### config.mk
export PLATFORM = sky130hd
export DESIGN_NAME = vga_pixel_out
export DESIGN_NICKNAME = d
export VERILOG_FILES = /design/src/video_pkg.sv /design/src/vga_pixel_out.sv
export SDC_FILE = /design/constraint.sdc
export NUM_CORES = 1
export LEC_CHECK = 0
export ABC_AREA = 1
export BUFFER_PORTS_ARGS = -buffer_cell sky130_fd_sc_hd__buf_2
export CAP_MARGIN = 5
export CORE_ASPECT_RATIO = 0.8
export CORE_MARGIN = 1
export CORE_UTILIZATION = 40
export DETAILED_ROUTE_END_ITERATION = 8
export PLACE_DENSITY = 0.64
export SLEW_MARGIN = 20
export SYNTH_ARGS = -nofsm -noshare
export SYNTH_HDL_FRONTEND = slang
export SYNTH_SLANG_ARGS = --single-unit
### constraint.sdc
create_clock -name clk -period 1.6 [get_ports clk]
set_clock_uncertainty 0.15 [all_clocks]
set_input_delay 0.4 -clock clk [delete_from_list [all_inputs] [get_ports clk]]
set_output_delay 0.4 -clock clk [all_outputs]
set_load 0.005 [all_outputs]
### src/video_pkg.sv
`default_nettype none

package video_pkg;

   // line timing, counted in vdp pixels
   localparam int LINE_LEN  = 342;   // incl. blanking
   localparam int HSYNC_LEN = 26;

   // clocks per pixel
   localparam int VDP_DIV = 4;
   localparam int VGA_DIV = 2;       // half of VDP_DIV

   localparam int PHASE_W    = $clog2(VDP_DIV);
   localparam int LINE_IDX_W = $clog2(LINE_LEN + 1);

   localparam logic [PHASE_W-1:0] VGA_PHASE_MASK = PHASE_W'(VGA_DIV - 1);
   localparam logic [PHASE_W-1:0] VDP_PHASE_LAST = PHASE_W'(VDP_DIV - 1);

   localparam logic [LINE_IDX_W-1:0] LINE_LAST = LINE_IDX_W'(LINE_LEN - 1);
   localparam logic [LINE_IDX_W-1:0] LINE_END  = LINE_IDX_W'(LINE_LEN);

   typedef struct packed {
      logic       sync_h;
      logic       sync_v;
      logic       color_en;   // active area
      logic [3:0] color;
   } vdp_pix_t;

   // same fields, but one pixel of the doubled vga line
   typedef struct packed {
      logic       sync_h;
      logic       sync_v;
      logic       color_en;
      logic [3:0] color;
   } vga_pix_t;

   typedef struct packed {
      logic [3:0] red;
      logic [3:0] green;
      logic [3:0] blue;
   } rgb12_t;

   localparam rgb12_t TMS9918_PALETTE [16] = '{
      '{red: 4'h0, green: 4'h0, blue: 4'h0},   // transparent
      '{red: 4'h0, green: 4'h0, blue: 4'h0},   // black
      '{red: 4'h2, green: 4'hc, blue: 4'h4},
      '{red: 4'h5, green: 4'hd, blue: 4'h7},
      '{red: 4'h5, green: 4'h5, blue: 4'he},   // dark blue
      '{red: 4'h7, green: 4'h7, blue: 4'hf},
      '{red: 4'hd, green: 4'h5, blue: 4'h4},
      '{red: 4'h4, green: 4'he, blue: 4'hf},   // cyan
      '{red: 4'hf, green: 4'h5, blue: 4'h5},
      '{red: 4'hf, green: 4'h7, blue: 4'h7},
      '{red: 4'hd, green: 4'hc, blue: 4'h5},
      '{red: 4'he, green: 4'hc, blue: 4'h8},
      '{red: 4'h2, green: 4'hb, blue: 4'h3},   // dark green
      '{red: 4'hc, green: 4'h5, blue: 4'hb},   // magenta
      '{red: 4'hc, green: 4'hc, blue: 4'hc},
      '{red: 4'hf, green: 4'hf, blue: 4'hf}    // white
   };

endpackage

`default_nettype wire
### src/vga_pixel_out.sv
`timescale 1ns/100ps
`default_nettype none

module vga_pixel_out (
   input  wire logic                clk,
   input  wire logic                arst_n_i,
   input  wire logic                vga_clk_en_i,
   input  wire video_pkg::vga_pix_t pix_i,
   input  wire logic [3:0]          overlay_color_i,
   output video_pkg::rgb12_t        rgb_o,
   output logic                     hsync_o,
   output logic                     vsync_o
);

   logic       upd_q;       // vga strobe, one clock late
   logic       hs_q;
   logic       vs_q;
   logic [3:0] color_idx;

   video_pkg::rgb12_t rgb_d;

   always_comb begin
      if (overlay_color_i != 4'd0)
         color_idx = overlay_color_i;   // service processor overlay on top
      else if (pix_i.color_en)
         color_idx = pix_i.color;
      else
         color_idx = 4'd0;              // blanking shows black
   end

   assign rgb_d = video_pkg::TMS9918_PALETTE[color_idx];

   always_ff @(posedge clk or negedge arst_n_i) begin
      if (!arst_n_i) begin
         upd_q <= 1'b0;
         rgb_o <= '0;
         hs_q  <= 1'b0;
         vs_q  <= 1'b0;
      end else begin
         upd_q <= vga_clk_en_i;
         if (upd_q) begin
            rgb_o <= rgb_d;
            hs_q  <= pix_i.sync_h;
            vs_q  <= pix_i.sync_v;
         end
      end
   end

   // vga connector syncs are active low
   assign hsync_o = ~hs_q;
   assign vsync_o = ~vs_q;

endmodule

`default_nettype wire

### Word level (Yosys, flattened, before mapping)

Memories as Yosys holds them, arrays and structs flattened. A register that Yosys moved wholly into a read port is not among the register bits.
Index checks and enable logic that the tools add are counted.

| word-level totals | value |
|---|---|
| register bits | 3 |
| ROM bits | 192 |
| bits of input ports | 14 |
| output and inout port bits | 14 |
| memories | 1 |

| cells by class | value |
|---|---|
| muxes and demuxes | 2 |
| bitwise gates (word level) | 3 |
| reductions and logical operators | 2 |

Memories:

| name | depth | bits a word | read ports | clocked after memory_dff | wr ports | line | RTL |
|---|---|---|---|---|---|---|---|
| (name not given) | 16 | 12 | 1 | 1 | 0 | vga_pixel_out.sv:31 | `assign rgb_d = video_pkg::TMS9918_PALETTE[color_idx];` |

Operator list:

| cell | number |
|---|---|
| $mux 4 | 2 |
| $not 4->5 | 1 |
| $reduce_bool 4->1 | 1 |
| $not 1->1 | 2 |
| $logic_not 1->1 | 1 |

### Depth between registers and ports, before layout

Gate-level depths: netlist of the first run.

| depth | value |
|---|---|
| depth in word-level cells | 3 |
| mapped depth | 13 |
| mapped depth without buffers | 13 |

### Worst setup path before layout of the first run

Ideal clock, no wire load.

| timing | value |
|---|---|
| kind | input -> register |
| start | input overlay_color_i[0] |
| end | register, netlist name rgb_o[9] |
| library setup time | 117 ps |
| arrival time | 1,518 ps |
| data required time | 1,333 ps |
| setup slack | -184 ps |
| cell stages on the path | 12 |
| path buffers | 0 |
| cells stage by stage | nor2_4 > nand3_1 > nand2_1 > inv_1 > ha_1 > inv_1 > nand2_1 > o21ai_0 > nand2_1 > nand2_1 > nand2_1 > nand2_1 |

| on the way | value |
|---|---|
| longest elaborated chain between the ends | 3 |

RTL lines:

| what | line | RTL |
|---|---|---|
| start: declaration | vga_pixel_out.sv:9 | `input wire logic [3:0] overlay_color_i,` |
| $reduce_bool 4->1 | vga_pixel_out.sv:23 | `if (overlay_color_i != 4'd0)` |
| $mux 4 * | vga_pixel_out.sv:23 |  |
| $not 4->5 (implied by the code) * | vga_pixel_out.sv:31 |  |

Every way passes the cells marked *; elsewhere a longest branch is shown, timed or not.
A chain may end at the register's enable or synchronous reset.

### Final worst setup path of the first run

| timing | value |
|---|---|
| start | input overlay_color_i[3] |
| end | register, netlist name rgb_o[2] |

| on the way | value |
|---|---|
| longest elaborated chain between the ends | 3 |

RTL lines:

| what | line |
|---|---|
| $reduce_bool 4->1 | vga_pixel_out.sv:23 |
| $mux 4 * | vga_pixel_out.sv:23 |
| $not 4->5 (implied by the code) * | vga_pixel_out.sv:31 |

Marked as above.

==> results of run 1 <==
## power breakdown
| group | switching (mW) | total [mW] | internal [mW] | leakage, nW |
|---|---|---|---|---|
| Sequential | 0.0234 | 0.444 | 0.421 | 0.177 |
| Combinational | 0.178 | 0.335 | 0.157 | 0.638 |
| Clock | 0.119 | 0.215 | 0.0969 | 0.0150 |
## kinds of logic (layout without fill, tap and decap cells)
family,count (synthesis),in the layout,share of synthesized area
AND/OR/NAND/NOR,88,88,0.393
adder cells (fa/ha/maj),7,7,0.0845
buffers and inverters,17,72,0.0700
flip-flops,15,15,0.362
AO/OA/AOI/OAI,13,13,0.0906
## registers in the layout, summed over array words and instances, names as in the netlist
| register | cells |
|---|---|
| rgb_o | 12 |
| vs_q | 1 |
| hs_q | 1 |
| upd_q | 1 |
## worst min-delay path by stage
stage	start	to	slack, ns	cells after the start
6_report	vga_clk_en_i	upd_q$_DFF_PN0_	0.06	1
5_1_grt	vga_clk_en_i	upd_q$_DFF_PN0_	0.05	1
4_1_cts	vga_clk_en_i	upd_q$_DFF_PN0_	0.06	1
3_5_place_dp	arst_n_i	rgb_o[6]$_DFFE_PN0P_	0.17	1
3_3_place_gp	arst_n_i	hs_q$_DFFE_PN0P_	0.16	1
2_1_floorplan	arst_n_i	hs_q$_DFFE_PN0P_	-0.05	0
## worst max-delay path, stage by stage
cell and delay [ns]:
buf_2 0.12, nor2_4 0.15, nand2_4 0.09, buf_4 0.14
buf_4 0.14, nor2_1 0.16, nor2_4 0.10, a21oi_1 0.24
a21oi_1 0.10
## per-layer routing
layer,global-route usage,wire length (um),up-vias
met3,0.0649,211,2
met2,0.311,1320,48
li1,-,-,553
met1,0.276,1270,486
met4,0.0286,15,0
met5,0,0,-
## cell usage after synthesis
cell / n
a21oi_1: 3
a31oi_1: 3
buf_2: 1
buf_6: 1
clkbuf_1: 1
dfrtp_1: 15
ha_1: 7
inv_1: 14
nand2_1: 59
nand2_2: 1
nand2_4: 2
nand3_1: 12
nand3_4: 1
nand3b_1: 2
nor2_1: 8
nor2_4: 3
o21ai_0: 4
o21ai_1: 1
o21ai_4: 1
o21bai_4: 1
## through the flow
step | cells | area [um^2] | total power, mW | setup TNS [ns]
after CTS | 227 | 1430 | 0.961 | 0
after global routing | 231 | 1570 | 1.07 | -0.783
after detailed placement | 221 | 1380 | 0.739 | -3.13
after global placement | 221 | 1380 | 0.731 | -2.46
after floorplan | 140 | 1060 | 0.600 | -0.458
final | 231 | 1570 | 0.995 | -0.117
## layout make-up
| cell class | count | area share |
|---|---|---|
| flip-flops and latches | 15 | 0.239 |
| clock buffers | 4 | 0.0168 |
| repair buffers | 54 | 0.234 |
| well taps | 36 | 0.0287 |
| multi-input cells | 108 | 0.445 |
| inverters | 14 | 0.0367 |
## repair_timing
action	4_1_cts	5_1_grt
hold endpoints to repair	15	0
resized for setup	1	30
hold buffers	1	0
pin swaps	2	25
setup endpoints to repair	2	11
buffers inserted	1	4
==> impl_metrics.ini, run 1 <==
[sta]
max-slew-margin-rel = 0.767
finalMaxSlewViolations = 0
min_period_over_period = 1.02
fmax_mhz = 611
hold_viol = 0
rsz0062_at_grt = true
worst_pin_slew_ns = 0.350
setup_viol = 8
timing.final.ws_setup_ns = -0.0366
hold_ws_ns = 0.0624
fin_crit_ns = 1.64

[yosys]
synth.avg_cell_area_um2 = 7.40
netlist_instances = 140
yosys.area.top_type = dfrtp_1
synth.area.top_cells = dfrtp_1, nand2_1, ha_1
synth_nets = 161
synth_warnings = 0
netlist.area_leader.share = 0.362
ys_types = 20
ys_seq_area_frac = 0.362
yosys_register_bits = 15
syn_area_mm2 = 0.00104

[layout]
nets = 217
fillers = 209
multi_input_area_um2 = 697
final_common_cell = nand2_1
regArea_um2 = 375
n_antenna_cell = 0
post-route-util = 0.642
final_cell_mix = nand2_1, buf_4, buf_2, dfrtp_1, inv_1
syn2layout_area_growth_pct = 51.3
drive_above_1_share = 0.431

[cts]
cts_tree = yes
clkSlewWorstSetupHoldPaths_ns = 0.09
htreeDepth = 1
clock_sinks = 15
clock_latency_ns = 0.29
root_buffer = clkbuf_4
cts_made_buffers = 3
clock_path_buffers = 2

[placement]
portBuffers = 27
routabilityCongestion = 0.868
pre_cts_slack_ns = -0.331
dpl.hpwl_um = 2010

[grt]
grt_pass1_vias = 884
grt_overflow = 0
antenna_found_initial = 0
gr-usage-all-layers = 0.199
grt_pass1_wl_um = 3970
grt_max_degree = 16

[detailed_routing]
vias = 1089
wl_um = 2820
drtPass1Iterations = 4
antenna_left = 0
wire_per_inst_um = 12.2
vias_per_cell = 4.71
drc_errors = 0
dr.first_iter.drc_count = 53

[floorplan]
dieArea_mm2 = 0.00280
dieHeight_um = 47.5
pin_count = 28
start_util = 0.424
core-area_mm2 = 0.00244
fp-row-count = 16
die_w_um = 58.9

[power_and_ir_drop]
peakVddDrop_mv = 0.331
power.density_mw_per_mm2 = 635
p_leak_nw = 0.830

[setup_path]
crit_fanout = 9
cp-endpoint = rgb_o[2]$_DFFE_PN0P_
worstSetupStartpointType = input port
timing.rr.start = upd_q$_DFF_PN0_
cp.required_ns = 1.61
crit_start = overlay_color_i[3]
crit_arrival_ns = 1.64
timing.rr.end = rgb_o[2]$_DFFE_PN0P_
end_kind = register
crit_type = input port to register
reg2reg_slack_ns = 0.27
rr_worst_depth = 3

[run_status]
violations = negative setup slack
status = finished, violations left

[worst_hold_path]
hold_class = input port to register

[flow_run]
cap_viol_max_count = 0
(Power assumes the default switching activity.)
==> inputs of run 2 (changes only) <==
==> constraint.sdc (replaced) <==
create_clock -name clk -period 1.6 [get_ports clk]
set_clock_uncertainty 0.15 [all_clocks]
set_input_delay 0 -clock clk [delete_from_list [all_inputs] [get_ports clk]]
set_output_delay 0 -clock clk [all_outputs]
set_load 0.005 [all_outputs]
==> run 2 against run 1 <==
The flow finishes with violations (negative hold slack). Flip-flop and latch count unchanged. Global-route usage is 2.5 points lower. Count of clock-buffer cells in the layout did not move. Die area is the same. Largest power group unchanged.
==> impl_metrics.ini, run 2 (same netlist as run 1, synthesis figures left out) <==
[run_status]
status = finished, violations left
violations = negative hold slack

[placement]
dpl.hpwl_um = 1690
portBuffers = 27
placedCellCount = 203
routabilityCongestion = 0.854
postPlaceCellArea_mm2 = 0.00122
pre_cts_slack_ns = 0.0369

[setup_path]
end_kind = register
critPathMaxStageDelay_ns = 0.20
worstSetupStartpointType = input port
path_delay_family = simple AND/OR/NAND/NOR gates
rr_worst_depth = 3
path_cells = buf_2 > nor2_4 > nand2_4 > o21ai_4 > ha_1 > inv_1 > nand3_1 > nand3_1 > nand2_1 > nand2_1 > nand2_1
crit_fanout = 5
cp_slowest_cell = ha_1
crit_arrival_ns = 1.35
crit_type = input port to register
cp.required_ns = 1.67
cp.buffers_inverters = 2
worst-path-stages = 11
crit_path_frequent_cell = nand2_1

[cts]
cts_tree = yes
cts-resized-gates = 0
clock_path_buffers = 2
cts_made_buffers = 3
clock_latency_ns = 0.27
root_buffer = clkbuf_4
htreeDepth = 1
clock_sinks = 15
clkSlewWorstSetupHoldPaths_ns = 0.09

[power_and_ir_drop]
peakVddDrop_mv = 0.537
power.density_mw_per_mm2 = 701
p_leak_nw = 0.721
power_uw = 908

[detailed_routing]
antenna_left = 0
vias = 979
wire_per_inst_um = 10.4
drc_errors = 0
vias_per_cell = 4.62
dr.first_iter.drc_count = 28
wl_um = 2200
drtPass1Iterations = 6

[floorplan]
dieHeight_um = 47.5
core-area_mm2 = 0.00244
die_w_um = 58.9
fp-row-count = 16
start_util = 0.424
dieArea_mm2 = 0.00280
pin_count = 28

[sta]
fmax_mhz = 778
timing.final.ws_setup_ns = 0.314
finalMaxSlewViolations = 0
setup_viol = 0
rsz0062_at_grt = false
hold_viol = 15
fin_crit_ns = 1.29
worst_pin_slew_ns = 0.330
max-slew-margin-rel = 0.780
min_period_over_period = 0.804
setup_tns_ns = 0
hold_ws_ns = -0.0116

[layout]
final_cell_mix = nand2_1, buf_2, dfrtp_1, inv_1, nand3_1
instances_no_fill = 212
n_antenna_cell = 0
nets = 198
largest_reg_flops = 12
stdcell_area_mm2 = 0.00129
fillers = 259
post-route-util = 0.530
regMostFlops = rgb_o
syn2layout_area_growth_pct = 25.0
drive_above_1_share = 0.239
final_common_cell = nand2_1

[grt]
grt_pass1_wl_um = 3660
grt_max_degree = 20
grt_overflow = 0
grt_pass1_vias = 829
antenna_found_initial = 0
gr-usage-all-layers = 0.174

[flow_run]
cap_viol_max_count = 0

[worst_hold_path]
hold_class = input port to asynchronous set/reset pin
-- run 2: worst paths after layout --
kind / startpoint / to / slack (ns)
max in group asynchronous: arst_n_i / rgb_o[1]$_DFFE_PN0P_ / 1.06
min reg2reg: rgb_o[0]$_DFFE_PN0P_ / rgb_o[0]$_DFFE_PN0P_ / 0.33
max: overlay_color_i[0] / rgb_o[4]$_DFFE_PN0P_ / 0.31
max reg2reg: upd_q$_DFF_PN0_ / rgb_o[2]$_DFFE_PN0P_ / 0.54
min: arst_n_i / rgb_o[3]$_DFFE_PN0P_ / -0.01
min in group clk: overlay_color_i[3] / rgb_o[2]$_DFFE_PN0P_ / 0.09
-- run 2: where the power goes --
part	leakage (nW)	switching, mW	internal (mW)
Sequential	0.177	0.0199	0.421
Combinational	0.529	0.146	0.109
Clock	0.0150	0.116	0.0967
Total	0.721	0.281	0.626
-- run 2: layout make-up --
class / count / area [um^2] / share of cell area
tap: 36 / 45.0 / 0.0348
sequential: 15 / 375 / 0.290
inverter: 14 / 52.6 / 0.0406
timing repair buffer: 35 / 208 / 0.160
multi-input combinational: 108 / 588 / 0.454
clock buffer: 4 / 26.3 / 0.0203
-- run 2: metal layers --
metal	vias up	routed length, um	global-route usage
li1	512	-	-
met1	440	1070	0.243
met2	25	1010	0.273
met3	2	123	0.0514
met4	0	4	0.0286
met5	-	0	0
-- run 2: timing repair --
item                      in CTS  in global routing
hold buffers                   5                  0
buffers inserted               0                  0
hold endpoints to repair      21                  0
-- run 2: worst register-to-register path: cells and delay by family (launching register included) --
kind,cells,cell delay [ns]
DFF,1,0.36
AOI/OAI and AO/OA,2,0.32
buffers and inverters,1,0.13
